### src/design/id_pkg.sv
package id_pkg;

    typedef logic [31:0] word_t;
    typedef logic [4:0]  reg_idx_t;
    typedef logic [45:0] inst_hit_t;

    // bit order matches the execute stage decoders
    typedef logic [11:0] alu_op_t;
    typedef logic [7:0]  branch_op_t;
    typedef logic [5:0]  mem_op_t;
    typedef logic [3:0]  mul_div_op_t;
    typedef logic [1:0]  src_sel_t;
    typedef logic [4:0]  imm_fmt_t;

    localparam reg_idx_t LINK_REG = 5'd1;

    // immediate format bits
    localparam int F_SI20   = 0;
    localparam int F_I12    = 1;
    localparam int F_OFFS16 = 2;
    localparam int F_OFFS26 = 3;
    localparam int F_UI5    = 4;

    // one hit bit per decoded instruction
    localparam int I_ADD       = 0;
    localparam int I_SUB       = 1;
    localparam int I_SLT       = 2;
    localparam int I_SLTU      = 3;
    localparam int I_NOR       = 4;
    localparam int I_AND       = 5;
    localparam int I_OR        = 6;
    localparam int I_XOR       = 7;
    localparam int I_SLL       = 8;
    localparam int I_SRL       = 9;
    localparam int I_SRA       = 10;
    localparam int I_SLLI      = 11;
    localparam int I_SRLI      = 12;
    localparam int I_SRAI      = 13;
    localparam int I_SLTI      = 14;
    localparam int I_SLTUI     = 15;
    localparam int I_ADDI      = 16;
    localparam int I_ANDI      = 17;
    localparam int I_ORI       = 18;
    localparam int I_XORI      = 19;
    localparam int I_LU12I     = 20;
    localparam int I_PCADDU12I = 21;
    localparam int I_MUL       = 22;
    localparam int I_MULH      = 23;
    localparam int I_MULH_U    = 24;
    localparam int I_DIV       = 25;
    localparam int I_MOD       = 26;
    localparam int I_DIV_WU    = 27;
    localparam int I_MOD_WU    = 28;
    localparam int I_LD_B      = 29;
    localparam int I_LD_H      = 30;
    localparam int I_LD_W      = 31;
    localparam int I_LD_BU     = 32;
    localparam int I_LD_HU     = 33;
    localparam int I_ST_B      = 34;
    localparam int I_ST_H      = 35;
    localparam int I_ST_W      = 36;
    localparam int I_B         = 37;
    localparam int I_BL        = 38;
    localparam int I_BEQ       = 39;
    localparam int I_BNE       = 40;
    localparam int I_BLT       = 41;
    localparam int I_BGE       = 42;
    localparam int I_BLTU      = 43;
    localparam int I_BGEU      = 44;
    localparam int I_JIRL      = 45;

    typedef struct packed {
        alu_op_t     alu_op;
        mul_div_op_t mul_div_op;
        branch_op_t  branch_op;
        mem_op_t     mem_op;
        src_sel_t    src1_sel;
        src_sel_t    src2_sel;
        logic        is_sign;
        reg_idx_t    reg_index1;
        reg_idx_t    reg_index2;
        logic        wreg_en;
        reg_idx_t    wreg_index;
        logic        inst_valid;
        word_t       pc;
        word_t       inst;
        word_t       src1;
        word_t       src2;
        word_t       imm;
    } ctrl_t;

    // instruction currently in execute
    typedef struct packed {
        logic     valid;
        logic     is_load;
        reg_idx_t dest;
    } ex_load_t;

endpackage

### src/design/inst_decoder.sv
module inst_decoder import id_pkg::*; (
    input  word_t     inst,
    output inst_hit_t hits
);

    logic [5:0] op_31_26;
    logic [3:0] op_25_22;
    logic [1:0] op_21_20;
    logic [4:0] op_19_15;
    logic       grp_3r;
    logic       grp_div;
    logic       grp_shift;
    logic       grp_imm;
    logic       grp_mem;

    assign op_31_26 = inst[31:26];
    assign op_25_22 = inst[25:22];
    assign op_21_20 = inst[21:20];
    assign op_19_15 = inst[19:15];

    // opcode groups sharing the upper fields
    assign grp_imm   = (op_31_26 == 6'h00);
    assign grp_3r    = grp_imm & (op_25_22 == 4'h0) & (op_21_20 == 2'h1);
    assign grp_div   = grp_imm & (op_25_22 == 4'h0) & (op_21_20 == 2'h2);
    assign grp_shift = grp_imm & (op_25_22 == 4'h1) & (op_21_20 == 2'h0);
    assign grp_mem   = (op_31_26 == 6'h0a);

    always_comb begin
        hits = '0;

        // three-register forms
        hits[I_ADD]    = grp_3r & (op_19_15 == 5'h00);
        hits[I_SUB]    = grp_3r & (op_19_15 == 5'h02);
        hits[I_SLT]    = grp_3r & (op_19_15 == 5'h04);
        hits[I_SLTU]   = grp_3r & (op_19_15 == 5'h05);
        hits[I_NOR]    = grp_3r & (op_19_15 == 5'h08);
        hits[I_AND]    = grp_3r & (op_19_15 == 5'h09);
        hits[I_OR]     = grp_3r & (op_19_15 == 5'h0a);
        hits[I_XOR]    = grp_3r & (op_19_15 == 5'h0b);
        hits[I_SLL]    = grp_3r & (op_19_15 == 5'h0e);
        hits[I_SRL]    = grp_3r & (op_19_15 == 5'h0f);
        hits[I_SRA]    = grp_3r & (op_19_15 == 5'h10);
        hits[I_MUL]    = grp_3r & (op_19_15 == 5'h18);
        hits[I_MULH]   = grp_3r & (op_19_15 == 5'h19);
        hits[I_MULH_U] = grp_3r & (op_19_15 == 5'h1a);

        hits[I_DIV]    = grp_div & (op_19_15 == 5'h00);
        hits[I_MOD]    = grp_div & (op_19_15 == 5'h01);
        hits[I_DIV_WU] = grp_div & (op_19_15 == 5'h02);
        hits[I_MOD_WU] = grp_div & (op_19_15 == 5'h03);

        // shift amount sits in rk, bit 15 is part of the opcode
        hits[I_SLLI] = grp_shift & (op_19_15 == 5'h01);
        hits[I_SRLI] = grp_shift & (op_19_15 == 5'h09);
        hits[I_SRAI] = grp_shift & (op_19_15 == 5'h11);

        // 12-bit immediate forms
        hits[I_SLTI]  = grp_imm & (op_25_22 == 4'h8);
        hits[I_SLTUI] = grp_imm & (op_25_22 == 4'h9);
        hits[I_ADDI]  = grp_imm & (op_25_22 == 4'ha);
        hits[I_ANDI]  = grp_imm & (op_25_22 == 4'hd);
        hits[I_ORI]   = grp_imm & (op_25_22 == 4'he);
        hits[I_XORI]  = grp_imm & (op_25_22 == 4'hf);

        // 20-bit immediate forms
        hits[I_LU12I]     = (op_31_26 == 6'h05) & ~inst[25];
        hits[I_PCADDU12I] = (op_31_26 == 6'h07) & ~inst[25];

        hits[I_LD_B]  = grp_mem & (op_25_22 == 4'h0);
        hits[I_LD_H]  = grp_mem & (op_25_22 == 4'h1);
        hits[I_LD_W]  = grp_mem & (op_25_22 == 4'h2);
        hits[I_ST_B]  = grp_mem & (op_25_22 == 4'h4);
        hits[I_ST_H]  = grp_mem & (op_25_22 == 4'h5);
        hits[I_ST_W]  = grp_mem & (op_25_22 == 4'h6);
        hits[I_LD_BU] = grp_mem & (op_25_22 == 4'h8);
        hits[I_LD_HU] = grp_mem & (op_25_22 == 4'h9);

        // branches only need the top field
        hits[I_JIRL] = (op_31_26 == 6'h13);
        hits[I_B]    = (op_31_26 == 6'h14);
        hits[I_BL]   = (op_31_26 == 6'h15);
        hits[I_BEQ]  = (op_31_26 == 6'h16);
        hits[I_BNE]  = (op_31_26 == 6'h17);
        hits[I_BLT]  = (op_31_26 == 6'h18);
        hits[I_BGE]  = (op_31_26 == 6'h19);
        hits[I_BLTU] = (op_31_26 == 6'h1a);
        hits[I_BGEU] = (op_31_26 == 6'h1b);
    end

    // encodings must not overlap
    hits_onehot: assert final ($onehot0(hits))
        else $error("inst_decoder: several hits for inst %h", inst);

endmodule

### src/design/ctrl_gen.sv
module ctrl_gen import id_pkg::*; (
    input  inst_hit_t hits,
    input  word_t     inst,
    output ctrl_t     ctrl_part,
    output imm_fmt_t  imm_fmt,
    output logic      sign_ext
);

    logic     is_load;
    logic     is_store;
    logic     is_cond_br;
    reg_idx_t rd;
    reg_idx_t rj;
    reg_idx_t rk;

    assign rd = inst[4:0];
    assign rj = inst[9:5];
    assign rk = inst[14:10];

    assign is_load = hits[I_LD_B] | hits[I_LD_H] | hits[I_LD_W]
                   | hits[I_LD_BU] | hits[I_LD_HU];
    assign is_store = hits[I_ST_B] | hits[I_ST_H] | hits[I_ST_W];
    assign is_cond_br = hits[I_BEQ] | hits[I_BNE] | hits[I_BLT] | hits[I_BGE]
                      | hits[I_BLTU] | hits[I_BGEU];

    always_comb begin
        ctrl_part = '0;

        // add also serves address and link computation
        ctrl_part.alu_op[0] = hits[I_ADD] | hits[I_ADDI] | hits[I_PCADDU12I] | hits[I_JIRL]
                            | hits[I_B] | hits[I_BL] | is_cond_br | is_load | is_store;
        ctrl_part.alu_op[1]  = hits[I_LU12I];
        ctrl_part.alu_op[2]  = hits[I_OR] | hits[I_ORI];
        ctrl_part.alu_op[3]  = hits[I_SUB];
        ctrl_part.alu_op[4]  = hits[I_XOR] | hits[I_XORI];
        ctrl_part.alu_op[5]  = hits[I_SRA] | hits[I_SRAI];
        ctrl_part.alu_op[6]  = hits[I_AND] | hits[I_ANDI];
        ctrl_part.alu_op[7]  = hits[I_SLL] | hits[I_SLLI];
        ctrl_part.alu_op[8]  = hits[I_SRL] | hits[I_SRLI];
        ctrl_part.alu_op[9]  = hits[I_SLTU] | hits[I_SLTUI];
        ctrl_part.alu_op[10] = hits[I_NOR];
        ctrl_part.alu_op[11] = hits[I_SLT] | hits[I_SLTI];

        ctrl_part.mul_div_op[0] = hits[I_MUL];
        ctrl_part.mul_div_op[1] = hits[I_MOD] | hits[I_MOD_WU];
        ctrl_part.mul_div_op[2] = hits[I_MULH] | hits[I_MULH_U];
        ctrl_part.mul_div_op[3] = hits[I_DIV] | hits[I_DIV_WU];

        ctrl_part.branch_op = {hits[I_BLTU], hits[I_BNE], hits[I_BLT], hits[I_BGEU],
                               hits[I_BEQ], hits[I_BGE], hits[I_B] | hits[I_BL],
                               hits[I_JIRL]};

        // access, unsigned, store, word, half, byte
        ctrl_part.mem_op[0] = is_load | is_store;
        ctrl_part.mem_op[1] = hits[I_LD_BU] | hits[I_LD_HU];
        ctrl_part.mem_op[2] = is_store;
        ctrl_part.mem_op[3] = hits[I_LD_W] | hits[I_ST_W];
        ctrl_part.mem_op[4] = hits[I_LD_H] | hits[I_LD_HU] | hits[I_ST_H];
        ctrl_part.mem_op[5] = hits[I_LD_B] | hits[I_LD_BU] | hits[I_ST_B];

        // bit 0 selects the immediate, bit 1 the pc
        ctrl_part.src1_sel[0] = hits[I_LU12I] | hits[I_PCADDU12I];
        ctrl_part.src1_sel[1] = hits[I_B] | hits[I_BL] | is_cond_br;
        ctrl_part.src2_sel[0] = hits[I_ADDI] | hits[I_ANDI] | hits[I_ORI] | hits[I_XORI]
                              | hits[I_SLTI] | hits[I_SLTUI] | hits[I_SLLI] | hits[I_SRLI]
                              | hits[I_SRAI] | hits[I_JIRL] | hits[I_B] | hits[I_BL]
                              | is_cond_br | is_load | is_store;
        ctrl_part.src2_sel[1] = hits[I_PCADDU12I];

        ctrl_part.is_sign = hits[I_MUL] | hits[I_MOD] | hits[I_MULH] | hits[I_DIV];

        ctrl_part.reg_index1 = rj;
        ctrl_part.reg_index2 = (is_store | is_cond_br) ? rd : rk;
        ctrl_part.wreg_index = hits[I_BL] ? LINK_REG : rd;
        ctrl_part.wreg_en    = (|hits) & ~is_store & ~is_cond_br & ~hits[I_B];
        ctrl_part.inst_valid = |hits;
    end

    assign imm_fmt[F_SI20]   = hits[I_LU12I] | hits[I_PCADDU12I];
    assign imm_fmt[F_I12]    = hits[I_ADDI] | hits[I_ANDI] | hits[I_ORI] | hits[I_XORI]
                             | hits[I_SLTI] | hits[I_SLTUI] | is_load | is_store;
    assign imm_fmt[F_OFFS16] = hits[I_JIRL] | is_cond_br;
    assign imm_fmt[F_OFFS26] = hits[I_B] | hits[I_BL];
    assign imm_fmt[F_UI5]    = hits[I_SLLI] | hits[I_SRLI] | hits[I_SRAI];

    // logical immediates stay zero-extended
    assign sign_ext = hits[I_ADDI] | hits[I_SLTI] | hits[I_SLTUI] | hits[I_JIRL]
                    | is_cond_br | is_load | is_store;

endmodule

### src/design/imm_gen.sv
module imm_gen import id_pkg::*; (
    input  word_t    inst,
    input  imm_fmt_t imm_fmt,
    input  logic     sign_ext,
    output word_t    imm
);

    word_t imm_si20;
    word_t imm_i12;
    word_t imm_offs16;
    word_t imm_offs26;
    word_t imm_ui5;

    assign imm_si20 = {inst[24:5], 12'h000};

    assign imm_i12 = sign_ext ? {{20{inst[21]}}, inst[21:10]} : {20'h0, inst[21:10]};

    // branch offsets count words
    assign imm_offs16 = {{14{inst[25]}}, inst[25:10], 2'b00};

    // high part of offs26 lives in the low bits
    assign imm_offs26 = {{4{inst[9]}}, inst[9:0], inst[25:10], 2'b00};

    assign imm_ui5 = {27'h0, inst[14:10]};

    always_comb begin
        imm = '0;
        case (imm_fmt)
            5'b00001: imm = imm_si20;
            5'b00010: imm = imm_i12;
            5'b00100: imm = imm_offs16;
            5'b01000: imm = imm_offs26;
            5'b10000: imm = imm_ui5;
            default:  imm = '0;
        endcase
    end

    // ctrl_gen must never ask for two formats at once
    fmt_onehot: assert final ($onehot0(imm_fmt))
        else $error("imm_gen: imm_fmt %b not one-hot", imm_fmt);

endmodule

### src/design/id_pipe_reg.sv
module id_pipe_reg import id_pkg::*; (
    input  logic     clk,
    input  logic     rst_n,
    input  ctrl_t    ctrl_in,
    input  ex_load_t ex_load,
    input  logic     left_valid,
    input  logic     right_ready,
    input  logic     fire,
    input  logic     flush,
    output logic     left_ready,
    output logic     right_valid,
    output ctrl_t    ctrl
);

    logic stall;
    logic accept;
    logic valid;
    logic valid_nxt;

    // load in execute writes a register we are about to read
    assign stall = ex_load.valid & ex_load.is_load
                 & ((ex_load.dest == ctrl_in.reg_index1)
                 | (ex_load.dest == ctrl_in.reg_index2));

    assign left_ready = right_ready & ~stall;
    assign accept     = left_valid & right_ready & ~stall;

    // fire drops the old entry, accept sets a new one, flush wins
    assign valid_nxt = ((fire ? 1'b0 : valid) | accept) & ~flush;

    always_ff @(posedge clk or negedge rst_n) begin
        if (!rst_n) begin
            valid <= 1'b0;
        end else begin
            valid <= valid_nxt;
        end
    end

    always_ff @(posedge clk or negedge rst_n) begin
        if (!rst_n) begin
            ctrl <= '0;
        end else if (accept) begin
            ctrl <= ctrl_in;
        end
    end

    assign right_valid = valid;

    flush_clears_valid: assert property (
        @(posedge clk) disable iff (!rst_n) flush |=> !right_valid
    ) else $error("id_pipe_reg: right_valid high after flush");

    // back-pressure must freeze the bundle seen by execute
    hold_under_backpressure: assert property (
        @(posedge clk) disable iff (!rst_n) !right_ready |=> $stable(ctrl)
    ) else $error("id_pipe_reg: ctrl changed while right_ready low");

endmodule

### src/design/id_stage.sv
module id_stage import id_pkg::*; (
    input  logic     clk,
    input  logic     rst_n,
    input  word_t    inst,
    input  word_t    pc,
    input  word_t    reg_data1,
    input  word_t    reg_data2,
    input  ex_load_t ex_load,
    input  logic     left_valid,
    input  logic     right_ready,
    input  logic     fire,
    input  logic     flush,
    output reg_idx_t reg_index1,
    output reg_idx_t reg_index2,
    output logic     left_ready,
    output logic     right_valid,
    output ctrl_t    ctrl
);

    inst_hit_t hits;
    ctrl_t     ctrl_part;
    ctrl_t     ctrl_in;
    imm_fmt_t  imm_fmt;
    logic      sign_ext;
    word_t     imm;

    inst_decoder inst_decoder_i (
        .inst (inst),
        .hits (hits)
    );

    ctrl_gen ctrl_gen_i (
        .hits      (hits),
        .inst      (inst),
        .ctrl_part (ctrl_part),
        .imm_fmt   (imm_fmt),
        .sign_ext  (sign_ext)
    );

    imm_gen imm_gen_i (
        .inst     (inst),
        .imm_fmt  (imm_fmt),
        .sign_ext (sign_ext),
        .imm      (imm)
    );

    // decoded fields plus the payload words
    always_comb begin
        ctrl_in      = ctrl_part;
        ctrl_in.pc   = pc;
        ctrl_in.inst = inst;
        ctrl_in.src1 = reg_data1;
        ctrl_in.src2 = reg_data2;
        ctrl_in.imm  = imm;
    end

    // register file read ports
    assign reg_index1 = ctrl_part.reg_index1;
    assign reg_index2 = ctrl_part.reg_index2;

    id_pipe_reg id_pipe_reg_i (
        .clk         (clk),
        .rst_n       (rst_n),
        .ctrl_in     (ctrl_in),
        .ex_load     (ex_load),
        .left_valid  (left_valid),
        .right_ready (right_ready),
        .fire        (fire),
        .flush       (flush),
        .left_ready  (left_ready),
        .right_valid (right_valid),
        .ctrl        (ctrl)
    );

endmodule

### config.mk
export PLATFORM = sky130hd
export DESIGN_NAME = id_stage
export DESIGN_NICKNAME = d
export VERILOG_FILES = /design/src/design/id_pkg.sv /design/src/design/inst_decoder.sv /design/src/design/ctrl_gen.sv /design/src/design/imm_gen.sv /design/src/design/id_pipe_reg.sv /design/src/design/id_stage.sv
export SDC_FILE = /design/constraint.sdc
export NUM_CORES = 1
export LEC_CHECK = 0
export BUFFER_PORTS_ARGS = -buffer_cell sky130_fd_sc_hd__buf_2
export CAP_MARGIN = 20
export CORE_ASPECT_RATIO = 1.2
export CORE_MARGIN = 4
export CORE_UTILIZATION = 35
export CTS_CLUSTER_DIAMETER = 120
export DETAILED_ROUTE_END_ITERATION = 10
export HOLD_SLACK_MARGIN = 0.03
export SKIP_CTS_REPAIR_TIMING = 1
export SYNTH_ARGS = -nofsm -noshare
export SYNTH_HDL_FRONTEND = slang
export SYNTH_SLANG_ARGS = --single-unit
### constraint.sdc
create_clock -name clk -period 7.9 [get_ports clk]
set_clock_uncertainty 0.05 [all_clocks]
set_input_delay 1.185 -clock clk [delete_from_list [all_inputs] [get_ports clk]]
set_output_delay 1.185 -clock clk [all_outputs]
set_load 0.01 [all_outputs]
Yosys cells after proc, flatten, opt, wreduce, memory -nomap -nowiden --
Index checks and enable logic that the tools add are counted.
Word-level totals: memory bits (writable) 0, bits in latches 0, memories 0, ROM bits 0, register bits 213, output and inout port bits 224
Operators by class: mux-type cells 5, shifts and indexed selects 0, divide/modulo/power cells 0, order comparisons 0, eq/ne operators 48, $add $sub $neg 0, multipliers 0, bitwise gates (word level) 128, reductions and logical operators 5
Operators by type and width (number):
- one-hot mux 32 bit (5 select lines) | 1
- bitwise OR 1 bit | 71
- == test 6 x 5 -> 1 bit (second input constant) | 9
- bitwise AND 1 bit | 51
- OR reduction 46 bit | 1
- == test 5 x 4 -> 1 bit (second input constant) | 7
- 2-to-1 mux 32 bit | 1
- == test 5 bit (second input constant) | 6
- == test 4 bit (second input constant) | 6
- == test 5 x 2 -> 1 bit (second input constant) | 3
- == test 5 x 3 -> 1 bit (second input constant) | 3
- == test 4 x 3 -> 1 bit (second input constant) | 3
- == test 6 x 3 -> 1 bit (second input constant) | 2
- == test 5 x 1 -> 1 bit (second input constant) | 2
- == test 5 bit | 2
- 2-to-1 mux 5 bit | 2
- == test 6 x 4 -> 1 bit (second input constant) | 1
- zero test 6 bit | 1
- inverter 1 bit | 6
- zero test 5 bit | 1
- == test 4 x 1 -> 1 bit (second input constant) | 1
- == test 4 x 2 -> 1 bit (second input constant) | 1
- zero test 4 bit | 1
- == test 2 x 1 -> 1 bit (second input constant) | 1
- 3 further kinds | 3

Logic depth before layout (Yosys ltp) --
Gate-level depths: netlist (run 1).
depth after elaboration 16, mapped depth 10

Cells and area by module --
From an unflattened synthesis (run 1), not the netlist that was laid out.
Unflattened totals: cell total of the unflattened synthesis 864, area, all modules 10811.6 um^2
By module, submodules not included:
- id_pipe_reg | seq. area each 5330.1 um^2, times used 1, area an instance 8026.4 um^2, cells each 470
- ctrl_gen | seq. area each 0.0 um^2, times used 1, area an instance 1764.2 um^2, cells each 242
- inst_decoder | seq. area each 0.0 um^2, times used 1, area an instance 550.5 um^2, cells each 89
- imm_gen | seq. area each 0.0 um^2, times used 1, area an instance 470.5 um^2, cells each 63

Worst setup path after synthesis (run 1) --
OpenSTA, ideal clock, no wires.
path type in2out, from input inst[26], to output left_ready, arrival time 2.960 ns, slack 3.705 ns, required time 6.665 ns, cell stages on the path 8, cells stage by stage nor4b_4 and4_1 buf_2 o21ai_1 and3_1 or4_4 o21bai_1 a31oi_1
On the way: longest elaborated chain between the ends 13, elaborated cells between the ends (all ways) 24, those cells by class eq/ne (8); mux (1); bitwise (15)
RTL lines:
- start, declared | line id_stage.sv:4 | input word_t inst,
- == test 6 x 5 -> 1 bit, on equally long branches | line inst_decoder.sv:82, inst_decoder.sv:83
- bitwise OR 1 bit (3 in a row) | line ctrl_gen.sv:23 | assign is_cond_br = hits[I_BEQ] | hits[I_BNE] | hits[I_BLT] | hits[I_BGE]
- bitwise OR 1 bit (2 in a row) | line ctrl_gen.sv:24 | | hits[I_BLTU] | hits[I_BGEU];
- bitwise OR 1 bit * | line ctrl_gen.sv:73 | ctrl_part.reg_index2 = (is_store | is_cond_br) ? rd : rk;
- 2-to-1 mux 5 bit * | line ctrl_gen.sv:73
- == test 5 bit * | line id_pipe_reg.sv:23 | | (ex_load.dest == ctrl_in.reg_index2));
- bitwise OR 1 bit * | line id_pipe_reg.sv:23
- bitwise AND 1 bit * | line id_pipe_reg.sv:22 | & ((ex_load.dest == ctrl_in.reg_index1)
- inverter 1 bit * | line id_pipe_reg.sv:25 | assign left_ready = right_ready & ~stall;
- bitwise AND 1 bit * | line id_pipe_reg.sv:25
- end, declared | line id_stage.sv:15 | output logic left_ready,
Every way passes the cells marked *; elsewhere a longest branch is shown, timed or not.

Worst setup path after layout (run 1) --
Same ends and word-level chain as after synthesis.

==> impl_results.html, run 1 <==
<table>
<tr><th>Metric</th><th>Value</th></tr>
<tr><th colspan="2">STA</th></tr>
<tr><td>Final hold violation count</td><td>0</td></tr>
<tr><td>Total setup violations reported at the end of the flow</td><td>0</td></tr>
<tr><td>Max Slew Vio Count</td><td>0</td></tr>
<tr><td>Clock period minus worst slack</td><td>~4.8 ns</td></tr>
<tr><td>Post-route worst setup slack</td><td>about 3.1 ns</td></tr>
<tr><td>Setup tns final</td><td>0 ns</td></tr>
<tr><td>Worst max-slew margin expressed relative to the limit</td><td>between 20% and 30%</td></tr>
<tr><td>Unrepaired setup endpoints after global routing</td><td>no</td></tr>
<tr><td>Worst slew pin tran</td><td>approximately 1.1 ns</td></tr>
<tr><td>FMAX</td><td>between 200 and 250 MHz</td></tr>
<tr><td>Final clock period utilization by the worst path</td><td>between 60% and 70%</td></tr>
<tr><th colspan="2">Setup path</th></tr>
<tr><td>Worst R2R Start</td><td>id_pipe_reg_i.ctrl[43]</td></tr>
<tr><td>Last element of the critical path</td><td>left_ready</td></tr>
<tr><td>Max FO, Critical Path</td><td>12</td></tr>
<tr><td>Reg2reg end</td><td>id_pipe_reg_i.ctrl[43]</td></tr>
<tr><td>Worst Reg-to-Reg Cells</td><td>1</td></tr>
<tr><td>Worst setup path start</td><td>inst[26]</td></tr>
<tr><td>Crit path required time</td><td>6.66 ns</td></tr>
<tr><td>Setup crit start kind</td><td>input port</td></tr>
<tr><td>Setup CP Type</td><td>in2out</td></tr>
<tr><td>Kind of end point of the critical path</td><td>primary output</td></tr>
<tr><td>Worst-case register-to-register setup slack</td><td>a little over 7 ns</td></tr>
<tr><td>Arrival @ worst endpoint</td><td>about 3.5 ns</td></tr>
<tr><th colspan="2">Logic synthesis</th></tr>
<tr><td>Post-synth EDFFs</td><td>0</td></tr>
<tr><td>Sequential area share after synthesis</td><td>approximately half</td></tr>
<tr><td>Post-synth top flop</td><td>dfrtp_1</td></tr>
<tr><td>Fraction of registers with async set/reset</td><td>between 90% and 100%</td></tr>
<tr><td>Synthesis-stage register bit count</td><td>208</td></tr>
<tr><td>Area of the mapped netlist</td><td>a little over 10000 um2</td></tr>
<tr><td>Yosys warning count</td><td>0</td></tr>
<tr><td>Synthesized area per cell</td><td>approximately 14 um2</td></tr>
<tr><td>Count of mapped cells out of synthesis</td><td>around 720</td></tr>
<tr><td>Number of library cell types mapped by synthesis</td><td>56</td></tr>
<tr><td>Mapped Nets</td><td>just under 900</td></tr>
<tr><th colspan="2">Die</th></tr>
<tr><td>Die Span X</td><td>~160 um</td></tr>
<tr><td>Effective utilization at floorplan</td><td>a little over a third</td></tr>
<tr><td>Die Y</td><td>just under 200 um</td></tr>
<tr><td>Top-Level Pins</td><td>~370</td></tr>
<tr><td>Core region area</td><td>28170 um2</td></tr>
<tr><td>Die outline area</td><td>31560 um2</td></tr>
<tr><td>Site Rows</td><td>67</td></tr>
<tr><th colspan="2">Pwr</th></tr>
<tr><td>PnR Total Power</td><td>3.187 mW</td></tr>
<tr><td>Peak supply drop</td><td>approximately 0.15 mV</td></tr>
<tr><td>Leakage component of the power</td><td>between 6 and 7 nW</td></tr>
<tr><td>Cell area power density</td><td>~250 nW/um2</td></tr>
<tr><th colspan="2">Drt</th></tr>
<tr><td>Number of vias per cell</td><td>just under 5</td></tr>
<tr><td>Post-detailed-route count of antenna-violating nets</td><td>0</td></tr>
<tr><td>DRT Pass-1 Iters</td><td>4</td></tr>
<tr><td>Routed wire length</td><td>between 20000 and 30000 um</td></tr>
<tr><td>Detailed-route via count</td><td>roughly 7000</td></tr>
<tr><td>DRC</td><td>0</td></tr>
<tr><td>Average routed wire per standard cell</td><td>between 15 and 20 um</td></tr>
<tr><td>Violation count after the first detailed-routing iteration</td><td>425</td></tr>
<tr><th colspan="2">Cells and area</th></tr>
<tr><td>Most common cell after layout, fill and taps aside</td><td>buf_2</td></tr>
<tr><td>Post-Route Utilization</td><td>a little under half</td></tr>
<tr><td>Number of inserted filler cells in the final layout</td><td>between 2000 and 3000</td></tr>
<tr><td>Layout overhead on the synthesized area</td><td>28.34%</td></tr>
<tr><td>Leading cell types in the layout, fill and taps excluded</td><td>buf_2 (363), dfrtp_1 (208), mux2_4 (143)</td></tr>
<tr><td>Footprint of the multi-input gates</td><td>4425 um2</td></tr>
<tr><td>Final net count</td><td>1201</td></tr>
<tr><td>Ratio of cells with drive above 1 in the final layout</td><td>57.88%</td></tr>
<tr><td>FF/Latch Area</td><td>between 5000 and 6000 um2</td></tr>
<tr><td>Final Instance Area</td><td>around 13000 um2</td></tr>
<tr><td>Antenna diode count</td><td>0</td></tr>
<tr><th colspan="2">Placed design</th></tr>
<tr><td>Setup WS pre-CTS</td><td>about 2.9 ns</td></tr>
<tr><td>Placed Instance Area</td><td>12060 um2</td></tr>
<tr><td>Dpl hpwl</td><td>between 20000 and 25000 um</td></tr>
<tr><td>Port buffer count</td><td>approximately 360</td></tr>
<tr><td>RD Place Congestion</td><td>between 0.8 and 0.9</td></tr>
<tr><th colspan="2">Run status</th></tr>
<tr><td>Status</td><td>finished, final reports clean</td></tr>
<tr><th colspan="2">Clock tree</th></tr>
<tr><td>CTS Root Cell</td><td>clkbuf_16</td></tr>
<tr><td>Clock edge transition at the registers on the reported setup and hold paths</td><td>approximately 0.060 ns</td></tr>
<tr><td>Total number of H-tree levels</td><td>1</td></tr>
<tr><td>Number of buffers added by the clock tree synthesis step</td><td>25</td></tr>
<tr><td>CTS tree</td><td>yes</td></tr>
<tr><td>Clock latency on the worst-skew pair</td><td>~0.51 ns</td></tr>
<tr><td>TritonCTS Sinks</td><td>208</td></tr>
<tr><td>Max clock buf depth</td><td>3</td></tr>
<tr><th colspan="2">GRT</th></tr>
<tr><td>GRT met1 Usage</td><td>about 22%</td></tr>
<tr><td>Met3 track demand over resource</td><td>3.997%</td></tr>
<tr><td>Global Route met2 Usage</td><td>between 30% and 40%</td></tr>
<tr><td>Remaining global-route overflow</td><td>0</td></tr>
<tr><td>Pin count of the biggest net entering global routing</td><td>around 110</td></tr>
<tr><td>Global-route wire length before repair</td><td>44910 um</td></tr>
<tr><td>Number of global-route vias before repair</td><td>7475</td></tr>
<tr><td>Most crowded layer after global routing</td><td>met2</td></tr>
<tr><td>Antenna violations before repair</td><td>1</td></tr>
<tr><td>Combined global-route utilization of all metal layers</td><td>between 15 and 20%</td></tr>
<tr><th colspan="2">Run</th></tr>
<tr><td>Number of violations of the max-capacitance limit</td><td>0</td></tr>
<tr><th colspan="2">Worst hold path</th></tr>
<tr><td>Class of the tightest hold or removal check</td><td>reg2reg</td></tr>
</table>
[power breakdown]
part           total (mW)  leakage [nW]  switching, mW  internal, mW
Clock                1.19         0.420          0.438         0.752
Combinational       0.708          3.59          0.346         0.362
Sequential           1.29          2.58         0.0769          1.21
[metrics by stage]
stage / instances / hold WS, ns
after floorplan: 724 / 0.4967
after global routing: 1457 / 0.4639
after detailed placement: 1412 / 0.4384
after CTS: 1457 / 0.4529
final: 1457 / 0.4479
after global placement: 1412 / 0.4340
[cell families after synthesis]
group | Yosys count | synth area share, %
muxes | 211 | 28.84
AOI/OAI and AO/OA | 81 | 6.286
DFF | 208 | 51.68
and+or+nand+nor | 146 | 8.113
buffers and inverters | 73 | 4.647
xor gates and xnor gates | 5 | 0.4349
[metal layers]
layer  wire length (um)  share of wire [%]
met1              11450                 39
met2              14990                 52
met3               2080                7.1
met4                562                1.9
met5                 13              0.045
[critical path, stage by stage]
cell	delay (ns)
buf_2	0.18
nor4b_4	0.41
and4_1	0.39
o21ai_1	0.14
and3_1	0.21
or4_4	0.55
o21bai_1	0.22
a31oi_1	0.11
buf_2	0.14
[sequential cells by signal, summed over array words and instances (netlist names)]
register,count
id_pipe_reg_i.ctrl,207
id_pipe_reg_i.right_valid,1
[worst min-delay path by stage]
stage | slack [ns] | cells after the start | start | end
3_5_place_dp | 0.44 | 1 | id_pipe_reg_i.ctrl[76] | id_pipe_reg_i.ctrl[76]
3_3_place_gp | 0.43 | 1 | id_pipe_reg_i.ctrl[130] | id_pipe_reg_i.ctrl[130]
2_1_floorplan | 0.50 | 2 | id_pipe_reg_i.ctrl[0] | id_pipe_reg_i.ctrl[0]
4_1_cts | 0.45 | 1 | id_pipe_reg_i.ctrl[153] | id_pipe_reg_i.ctrl[153]
6_report | 0.45 | 1 | id_pipe_reg_i.ctrl[108] | id_pipe_reg_i.ctrl[108]
5_1_grt | 0.46 | 1 | id_pipe_reg_i.ctrl[138] | id_pipe_reg_i.ctrl[138]
[synthesized netlist by cell type (2+ instances only)]
library cell | number | share of area, %
a22o_1 | 10 | 0.87
o22ai_1 | 2 | 0.12
nor3b_1 | 4 | 0.30
mux2_2 | 61 | 6.8
inv_1 | 10 | 0.37
a21oi_1 | 14 | 0.70
or2_2 | 3 | 0.19
buf_4 | 15 | 1.1
and3b_1 | 3 | 0.26
a21boi_0 | 2 | 0.15
nand4_1 | 3 | 0.19
a21o_1 | 2 | 0.15
o21ai_0 | 5 | 0.25
o21bai_1 | 3 | 0.22
o32ai_1 | 3 | 0.26
o21a_1 | 2 | 0.15
mux2_4 | 143 | 21
a221o_1 | 20 | 2.0
a211oi_1 | 4 | 0.30
nor2b_1 | 6 | 0.37
a22oi_1 | 2 | 0.15
and3_1 | 3 | 0.19
or3_1 | 2 | 0.12
nor2_1 | 28 | 1.0
and2_1 | 2 | 0.12
a211o_1 | 2 | 0.17
nand4b_1 | 4 | 0.35
dfrtp_1 | 208 | 52
buf_2 | 8 | 0.40
nand3_1 | 8 | 0.40
nand3b_1 | 4 | 0.30
a31oi_1 | 3 | 0.19
mux2i_1 | 7 | 0.70
nand2b_1 | 19 | 1.2
xnor2_1 | 3 | 0.26
nor4_1 | 7 | 0.43
clkbuf_1 | 22 | 0.82
xor2_1 | 2 | 0.17
buf_6 | 17 | 1.9
or4_1 | 2 | 0.15
nor3_1 | 11 | 0.55
nand2_1 | 29 | 1.1
nor4b_1 | 3 | 0.26
[layout make-up]
type | instances | area share [%]
multi-input combinational | 443 | 34.24
timing repair buffer | 372 | 14.83
sequential | 208 | 40.27
tap | 379 | 3.669
clock buffer | 36 | 5.470
inverter | 10 | 0.2904
clock inverter | 9 | 1.229
Note: power is estimated with default switching activity, not from simulation.
==> run 2: changes to the inputs <==
clock period = 4.52 ns   (was 7.9 ns; I/O delays follow)
==> run 2 against run 1 <==
Power is 72% higher. Clock power is 68% higher. Critical path depth stayed put.
==> impl_results.html, run 2 (synthesis gave the netlist of run 1 again) <==
<table>
<tr><th>Metric</th><th>Value</th></tr>
<tr><th colspan="2">Placed design</th></tr>
<tr><td>RD Place Congestion</td><td>just over 0.8</td></tr>
<tr><td>Setup WS pre-CTS</td><td>between 0.5 and 0.6 ns</td></tr>
<tr><td>Dpl hpwl</td><td>between 20000 and 25000 um</td></tr>
<tr><td>Number of placed instances, taps included</td><td>between 1000 and 1500</td></tr>
<tr><td>Port buffer count</td><td>roughly 360</td></tr>
<tr><th colspan="2">Pwr</th></tr>
<tr><td>Cell area power density</td><td>~420 nW/um2</td></tr>
<tr><td>Leakage component of the power</td><td>approximately 6.6 nW</td></tr>
<tr><td>PnR Total Power</td><td>between 5 and 6 mW</td></tr>
<tr><td>Peak supply drop</td><td>about 0.23 mV</td></tr>
<tr><th colspan="2">GRT</th></tr>
<tr><td>Number of global-route vias before repair</td><td>7476</td></tr>
<tr><td>Pin count of the biggest net entering global routing</td><td>102</td></tr>
<tr><td>Global-route wire length before repair</td><td>about 45000 um</td></tr>
<tr><td>Antenna violations before repair</td><td>0</td></tr>
<tr><td>Remaining global-route overflow</td><td>0</td></tr>
<tr><td>Combined global-route utilization of all metal layers</td><td>17.78%</td></tr>
<tr><th colspan="2">Cells and area</th></tr>
<tr><td>Max FFs per register</td><td>about 210</td></tr>
<tr><td>Final net count</td><td>1211</td></tr>
<tr><td>Register with the most flip-flops</td><td>id_pipe_reg_i.ctrl</td></tr>
<tr><td>Layout overhead on the synthesized area</td><td>28.67%</td></tr>
<tr><td>Ratio of cells with drive above 1 in the final layout</td><td>just under 60%</td></tr>
<tr><td>Leading cell types in the layout, fill and taps excluded</td><td>buf_2 (363), dfrtp_1 (208), mux2_4 (143)</td></tr>
<tr><td>Non-filler instance count after layout</td><td>1466</td></tr>
<tr><td>Most common cell after layout, fill and taps aside</td><td>buf_2</td></tr>
<tr><td>Antenna diode count</td><td>0</td></tr>
<tr><th colspan="2">Clock tree</th></tr>
<tr><td>Clock edge transition at the registers on the reported setup and hold paths</td><td>0.06 ns</td></tr>
<tr><td>Clock latency on the worst-skew pair</td><td>around 0.5 ns</td></tr>
<tr><td>Number of buffers added by the clock tree synthesis step</td><td>24</td></tr>
<tr><td>CTS Root Cell</td><td>clkbuf_16</td></tr>
<tr><td>TritonCTS Sinks</td><td>roughly 210</td></tr>
<tr><td>CTS tree</td><td>yes</td></tr>
<tr><td>Max clock buf depth</td><td>3</td></tr>
<tr><td>Total number of H-tree levels</td><td>1</td></tr>
<tr><th colspan="2">STA</th></tr>
<tr><td>Worst slew pin tran</td><td>roughly 0.86 ns</td></tr>
<tr><td>Final clock period utilization by the worst path</td><td>a little under nine tenths</td></tr>
<tr><td>Max Slew Vio Count</td><td>0</td></tr>
<tr><td>Unrepaired setup endpoints after global routing</td><td>no</td></tr>
<tr><td>Final hold violation count</td><td>0</td></tr>
<tr><td>Worst max-slew margin expressed relative to the limit</td><td>between 40% and 50%</td></tr>
<tr><td>Setup tns final</td><td>0 ns</td></tr>
<tr><td>Clock period minus worst slack</td><td>between 3 and 4 ns</td></tr>
<tr><td>FMAX</td><td>between 200 and 300 MHz</td></tr>
<tr><td>Post-route worst setup slack</td><td>0.6659 ns</td></tr>
<tr><td>Total setup violations reported at the end of the flow</td><td>0</td></tr>
<tr><td>Worst Hold Slack</td><td>roughly 0.11 ns</td></tr>
<tr><th colspan="2">Drt</th></tr>
<tr><td>Post-detailed-route count of antenna-violating nets</td><td>0</td></tr>
<tr><td>DRC</td><td>0</td></tr>
<tr><td>M1 wire length</td><td>about 12000 um</td></tr>
<tr><td>Number of vias per cell</td><td>around 5</td></tr>
<tr><td>Violation count after the first detailed-routing iteration</td><td>a little under 400</td></tr>
<tr><td>Average routed wire per standard cell</td><td>about 20 um</td></tr>
<tr><td>Met2 wire length</td><td>approximately 14000 um</td></tr>
<tr><td>Detailed-route via count</td><td>a little over 7000</td></tr>
<tr><td>Routed wire length</td><td>29190 um</td></tr>
<tr><td>Highest layer used for signal routing</td><td>met4</td></tr>
<tr><td>Routed met3 length</td><td>between 1500 and 2000 um</td></tr>
<tr><td>DRT Pass-1 Iters</td><td>4</td></tr>
<tr><th colspan="2">Setup path</th></tr>
<tr><td>Max FO, Critical Path</td><td>12</td></tr>
<tr><td>Worst Reg-to-Reg Cells</td><td>1</td></tr>
<tr><td>Arrival @ worst endpoint</td><td>between 3 and 4 ns</td></tr>
<tr><td>Crit path required time</td><td>3.79 ns</td></tr>
<tr><td>Largest delay contributor family on the critical path</td><td>simple AND/OR/NAND/NOR gates</td></tr>
<tr><td>Setup CP Type</td><td>in2out</td></tr>
<tr><td>Number of cells on the critical path</td><td>9</td></tr>
<tr><td>Setup crit start kind</td><td>input port</td></tr>
<tr><td>Kind of end point of the critical path</td><td>primary output</td></tr>
<tr><td>Dominant cell type by count on the critical path</td><td>buf_2</td></tr>
<tr><td>Number of buffers and inverters on the critical path</td><td>2</td></tr>
<tr><td>Critical Path, Cell by Cell</td><td>buf_2 &gt; nor3b_1 &gt; nand4_1 &gt; a211oi_1 &gt; nor4_1 &gt; or4_4 &gt; o21bai_1 &gt; a31oi_1 &gt; buf_2</td></tr>
<tr><td>Delay of the slowest critical-path stage</td><td>0.53 ns</td></tr>
<tr><td>Cell at the slowest stage of the critical path</td><td>or4_4</td></tr>
<tr><th colspan="2">Die</th></tr>
<tr><td>Die outline area</td><td>approximately 32000 um2</td></tr>
<tr><td>Effective utilization at floorplan</td><td>a little over a third</td></tr>
<tr><td>Site Rows</td><td>67</td></tr>
<tr><td>Top-Level Pins</td><td>roughly 370</td></tr>
<tr><td>Core region area</td><td>approximately 28000 um2</td></tr>
<tr><td>Die Y</td><td>193.8 um</td></tr>
<tr><td>Die Span X</td><td>162.9 um</td></tr>
<tr><th colspan="2">Worst hold path</th></tr>
<tr><td>Class of the tightest hold or removal check</td><td>in2async</td></tr>
<tr><th colspan="2">Run status</th></tr>
<tr><td>Status</td><td>finished, final reports clean</td></tr>
<tr><th colspan="2">Run</th></tr>
<tr><td>Number of violations of the max-capacitance limit</td><td>0</td></tr>
</table>
## run 2: changes by cell type in the layout (fill, tap and decap cells not counted)
cell / before / now
clkinvlp_4: 1 / 0
bufinv_16: 4 / 3
clkbuf_1: 7 / 10
clkinv_2: 3 / 2
clkinv_8: 1 / 0
clkbuf_8: 4 / 3
buf_12: 2 / 3
buf_4: 6 / 16
## run 2: where the power goes
group	leakage (nW)	internal [mW]	switching, mW	total, mW
combinational	3.65	0.640	0.603	1.24
sequential	2.58	2.12	0.134	2.25
clock	0.392	1.23	0.764	2.00
total	6.61	3.99	1.50	5.49
## run 2: metal layers
layer  global-route usage (%)  vias to the layer above
li1                         -                     3299
met3                    3.849                       64
met2                    30.22                      258
met1                    22.17                     3549
met4                    6.557                        0
met5                        0                        -
## run 2: worst paths after layout
check | from | slack, ns | endpoint
setup / recovery | inst[29] | 0.67 | left_ready
hold / removal | rst_n | 0.11 | id_pipe_reg_i.ctrl[128]
setup reg to reg | id_pipe_reg_i.ctrl[43] | 3.68 | id_pipe_reg_i.ctrl[43]
hold reg to reg | id_pipe_reg_i.ctrl[184] | 0.45 | id_pipe_reg_i.ctrl[184]
max in group asynchronous | rst_n | 3.14 | id_pipe_reg_i.ctrl[152]
min in group clk | flush | 0.26 | id_pipe_reg_i.right_valid
## run 2: per-stage QoR
stage               instance area, um2  util, %
global placement                 12150    43.15
finish                           12960    46.01
floorplan                        10070        -
CTS                              12960    46.01
global route                     12960    46.01
detailed placement               12150    43.15
## run 2: area by class of cell
| cell class | count | area, um2 |
|---|---|---|
| repair buffers | 383 | 2012 |
| inverters | 10 | 37.54 |
| multi-input cells | 443 | 4425 |
| fillers | 2615 | 15210 |
| well taps | 379 | 474.2 |
| flip-flops and latches | 208 | 5205 |
| clock buffers | 38 | 704.4 |
| clock inverters | 5 | 100.1 |
==> run 3: changes to the inputs <==
--- a/config.mk
+++ b/config.mk
@@ -7,2 +7,3 @@
 export LEC_CHECK = 0
+export ABC_AREA = 1
 export BUFFER_PORTS_ARGS = -buffer_cell sky130_fd_sc_hd__buf_2
==> constraint.sdc (replaced) <==
create_clock -name clk -period 4.52 [get_ports clk]
set_clock_uncertainty 0.05 [all_clocks]
set_input_delay 0.452 -clock clk [delete_from_list [all_inputs] [get_ports clk]]
set_output_delay 0.452 -clock clk [all_outputs]
set_load 0.01 [all_outputs]
==> run 3 against run 2 <==
Clock power decreased by 8%. Non-clock buffer count decreased by 8. Combinational power decreased by 32%. Flip-flop and latch count unchanged. Sequential power decreased by 4%. Maximum frequency increased by 28%. Core utilization decreased by 0.071 points. Critical path depth increased by 8. Global-route usage increased by 3.3 points. Sequential share of layout area increased by 1.3 points. Die area decreased by 2.5%. Highest routed layer unchanged.
==> impl_results.html, run 3 <==
<table>
<tr><th>Metric</th><th>Value</th></tr>
<tr><th colspan="2">Clock tree</th></tr>
<tr><td>Clock latency on the worst-skew pair</td><td>roughly 0.50 ns</td></tr>
<tr><td>CTS tree</td><td>yes</td></tr>
<tr><td>CTS Root Cell</td><td>clkbuf_16</td></tr>
<tr><td>Clock edge transition at the registers on the reported setup and hold paths</td><td>about 0.060 ns</td></tr>
<tr><td>Total number of H-tree levels</td><td>1</td></tr>
<tr><td>TritonCTS Sinks</td><td>roughly 210</td></tr>
<tr><td>Number of buffers added by the clock tree synthesis step</td><td>24</td></tr>
<tr><td>Max clock buf depth</td><td>3</td></tr>
<tr><th colspan="2">Logic synthesis</th></tr>
<tr><td>Area of the mapped netlist</td><td>roughly 9800 um2</td></tr>
<tr><td>Yosys top cell area share</td><td>a little over half</td></tr>
<tr><td>Synth area leader</td><td>dfrtp_1</td></tr>
<tr><td>Post-synth top flop</td><td>dfrtp_1</td></tr>
<tr><td>Leading cell types by count after synthesis</td><td>nand2_1 (497), nand3_1 (239), dfrtp_1 (208)</td></tr>
<tr><td>Count of mapped cells out of synthesis</td><td>~1200</td></tr>
<tr><td>Synthesized area per cell</td><td>7.898 um2</td></tr>
<tr><td>Top cells by area in the synthesized netlist</td><td>dfrtp_1 (53%), nand2_1 (19%), nand3_1 (12%)</td></tr>
<tr><td>Post-synth EDFFs</td><td>0</td></tr>
<tr><td>Synthesis-stage register bit count</td><td>roughly 210</td></tr>
<tr><td>Library cell with the highest instance count after synthesis</td><td>nand2_1</td></tr>
<tr><td>Sequential area share after synthesis</td><td>a little over half</td></tr>
<tr><td>Yosys warning count</td><td>0</td></tr>
<tr><td>Number of library cell types mapped by synthesis</td><td>34</td></tr>
<tr><td>Mapped Nets</td><td>between 1000 and 1500</td></tr>
<tr><td>Fraction of registers with async set/reset</td><td>100.0%</td></tr>
<tr><th colspan="2">Setup path</th></tr>
<tr><td>Critical Path, Cell by Cell</td><td>buf_2 &gt; inv_2 &gt; nand2_1 &gt; nor2_1 &gt; nand3_1 &gt; nand2_4 &gt; nand2_1 &gt; nand2_2 &gt; nand2_1 &gt; nand2_1 &gt; nor2_1 &gt; nand3_1 &gt; nand2_1 &gt; nand2_8 &gt; buf_4 &gt; nand3_1 &gt; nand2_1</td></tr>
<tr><td>Worst R2R Start</td><td>id_pipe_reg_i.ctrl[101]</td></tr>
<tr><td>Delay of the slowest critical-path stage</td><td>between 0.8 and 0.9 ns</td></tr>
<tr><td>Worst Reg-to-Reg Cells</td><td>2</td></tr>
<tr><td>Number of cells on the critical path</td><td>17</td></tr>
<tr><td>Setup CP Type</td><td>in2reg</td></tr>
<tr><td>Kind of end point of the critical path</td><td>register</td></tr>
<tr><td>Dominant cell type by count on the critical path</td><td>nand2_1</td></tr>
<tr><td>Reg2reg end</td><td>id_pipe_reg_i.ctrl[101]</td></tr>
<tr><td>Crit path required time</td><td>4.91 ns</td></tr>
<tr><td>Arrival @ worst endpoint</td><td>3.40 ns</td></tr>
<tr><td>Cell at the slowest stage of the critical path</td><td>buf_4</td></tr>
<tr><td>Max FO, Critical Path</td><td>102</td></tr>
<tr><td>Setup crit start kind</td><td>input port</td></tr>
<tr><td>Largest delay contributor family on the critical path</td><td>simple AND/OR/NAND/NOR gates</td></tr>
<tr><td>Number of buffers and inverters on the critical path</td><td>3</td></tr>
<tr><td>Worst-case register-to-register setup slack</td><td>between 3 and 4 ns</td></tr>
<tr><th colspan="2">Pwr</th></tr>
<tr><td>Leakage component of the power</td><td>7.271 nW</td></tr>
<tr><td>Gate power share</td><td>about 17%</td></tr>
<tr><td>Cell area power density</td><td>385.6 nW/um2</td></tr>
<tr><td>Sw power</td><td>1.386 mW</td></tr>
<tr><td>Clock share of power</td><td>about two fifths</td></tr>
<tr><td>Internal Pwr Total</td><td>3.455 mW</td></tr>
<tr><td>Part of the total power dissipated in sequential elements</td><td>between 40 and 50%</td></tr>
<tr><td>Switching power share of the total</td><td>between 20% and 30%</td></tr>
<tr><td>Peak supply drop</td><td>between 0.2 and 0.25 mV</td></tr>
<tr><th colspan="2">Drt</th></tr>
<tr><td>Post-detailed-route count of antenna-violating nets</td><td>0</td></tr>
<tr><td>Violation count after the first detailed-routing iteration</td><td>just over 800</td></tr>
<tr><td>M1 wire length</td><td>14300 um</td></tr>
<tr><td>Routed wire length</td><td>33910 um</td></tr>
<tr><td>Highest layer used for signal routing</td><td>met4</td></tr>
<tr><td>Detailed-route via count</td><td>between 9000 and 10000</td></tr>
<tr><td>DRC</td><td>0</td></tr>
<tr><td>Number of vias per cell</td><td>4.892</td></tr>
<tr><td>Average routed wire per standard cell</td><td>around 17 um</td></tr>
<tr><td>Routed met3 length</td><td>about 2200 um</td></tr>
<tr><td>Met2 wire length</td><td>16100 um</td></tr>
<tr><td>DRT Pass-1 Iters</td><td>7</td></tr>
<tr><th colspan="2">STA</th></tr>
<tr><td>Unrepaired setup endpoints after global routing</td><td>no</td></tr>
<tr><td>Final hold violation count</td><td>0</td></tr>
<tr><td>Total setup violations reported at the end of the flow</td><td>0</td></tr>
<tr><td>Max Slew Vio Count</td><td>0</td></tr>
<tr><td>Clock period minus worst slack</td><td>between 3 and 4 ns</td></tr>
<tr><td>Final clock period utilization by the worst path</td><td>between 60% and 70%</td></tr>
<tr><td>FMAX</td><td>around 330 MHz</td></tr>
<tr><td>Setup tns final</td><td>0 ns</td></tr>
<tr><td>Worst max-slew margin expressed relative to the limit</td><td>roughly 28%</td></tr>
<tr><td>Worst slew pin tran</td><td>~1.1 ns</td></tr>
<tr><th colspan="2">Die</th></tr>
<tr><td>Core region area</td><td>roughly 27000 um2</td></tr>
<tr><td>Top-Level Pins</td><td>365</td></tr>
<tr><td>Die Span X</td><td>approximately 160 um</td></tr>
<tr><td>Die outline area</td><td>30780 um2</td></tr>
<tr><td>Die Y</td><td>approximately 190 um</td></tr>
<tr><td>Effective utilization at floorplan</td><td>~36%</td></tr>
<tr><td>Site Rows</td><td>66</td></tr>
<tr><th colspan="2">GRT</th></tr>
<tr><td>Antenna violations before repair</td><td>0</td></tr>
<tr><td>Remaining global-route overflow</td><td>0</td></tr>
<tr><td>Global-route wire length before repair</td><td>~53000 um</td></tr>
<tr><td>Number of global-route vias before repair</td><td>a little over 9000</td></tr>
<tr><td>Combined global-route utilization of all metal layers</td><td>between 20% and 30%</td></tr>
<tr><td>Pin count of the biggest net entering global routing</td><td>123</td></tr>
<tr><th colspan="2">Cells and area</th></tr>
<tr><td>Ratio of cells with drive above 1 in the final layout</td><td>27.00%</td></tr>
<tr><td>Antenna diode count</td><td>0</td></tr>
<tr><td>Register with the most flip-flops</td><td>id_pipe_reg_i.ctrl</td></tr>
<tr><td>Post-Route Utilization</td><td>between 40% and 50%</td></tr>
<tr><td>Max FFs per register</td><td>207</td></tr>
<tr><td>Leading cell types in the layout, fill and taps excluded</td><td>nand2_1 (497), buf_2 (363), nand3_1 (239)</td></tr>
<tr><td>Final net count</td><td>1698</td></tr>
<tr><td>Layout overhead on the synthesized area</td><td>28.00%</td></tr>
<tr><td>Most common cell after layout, fill and taps aside</td><td>nand2_1</td></tr>
<tr><th colspan="2">Placed design</th></tr>
<tr><td>RD Place Congestion</td><td>~0.88</td></tr>
<tr><td>Dpl hpwl</td><td>24330 um</td></tr>
<tr><td>Port buffer count</td><td>364</td></tr>
<tr><th colspan="2">Worst hold path</th></tr>
<tr><td>Worst Hold Endpoint</td><td>id_pipe_reg_i.ctrl[141]</td></tr>
<tr><td>Cell depth of the worst hold path</td><td>3</td></tr>
<tr><td>Startpoint of the most critical hold path</td><td>pc[13]</td></tr>
<tr><td>Class of the tightest hold or removal check</td><td>in2reg</td></tr>
<tr><th colspan="2">Run status</th></tr>
<tr><td>Status</td><td>finished, final reports clean</td></tr>
<tr><th colspan="2">Run</th></tr>
<tr><td>Number of violations of the max-capacitance limit</td><td>0</td></tr>
</table>
## run 3: cell type report
cell class,count,area [um2]
well taps,374,467.9
multi-input cells,889,3949
flip-flops and latches,208,5205
fillers,2822,14780
inverters,59,226.5
clock buffers,39,728.2
repair buffers,375,1957
clock inverters,4,22.52
## run 3: layer usage
layer | GRT usage (%) | vias up
li1 | - | 4667
met1 | 28.15 | 4441
met2 | 34.11 | 337
met3 | 4.076 | 84
met4 | 8.369 | 0
met5 | 0 | -
## run 3: per-stage QoR
stage	instances	worst slack [ns]	hold slack (ns)	power, mW	area (um2)
5_1_grt	1948	1.197	0.09518	5.105	12560
3_3_place_gp	1903	1.074	0.3997	3.026	11790
4_1_cts	1946	1.582	-0.04489	4.914	12540
3_5_place_dp	1903	1.045	0.4026	3.038	11790
2_1_floorplan	1242	2.297	0.1064	2.605	9809
6_report	1948	1.502	0.1182	4.842	12560
## run 3: worst max-delay path by stage
stage | to | from | slack, ns
global placement | id_pipe_reg_i.ctrl[184] | inst[25] | 1.07
floorplan | left_ready | inst[29] | 2.30
finish | id_pipe_reg_i.ctrl[32] | inst[25] | 1.50
detailed placement | id_pipe_reg_i.ctrl[160] | inst[25] | 1.04
CTS | id_pipe_reg_i.ctrl[160] | inst[25] | 1.58
global route | id_pipe_reg_i.ctrl[160] | inst[25] | 1.20
## run 3: tightest hold or removal path, stage by stage
cell,delay (ns)
buf_2,0.07
nand3_1,0.06
nand2_1,0.06
## run 3: kinds of logic (layout without fill, tap and decap cells)
group / after synthesis / count (layout) / synth area share (%)
flops: 208 / 208 / 53.06
buf+inv: 145 / 477 / 6.862
simple gates: 832 / 832 / 36.05
compound gates: 57 / 57 / 4.031
## run 3: power groups by stage
stage	registers, mW	clock network (mW)	logic (mW)
4_1_cts	2.16	1.91	0.852
6_report	2.16	1.84	0.840
2_1_floorplan	2.28	0	0.324
5_1_grt	2.18	1.99	0.933
3_3_place_gp	2.18	0	0.844
3_5_place_dp	2.19	0	0.852
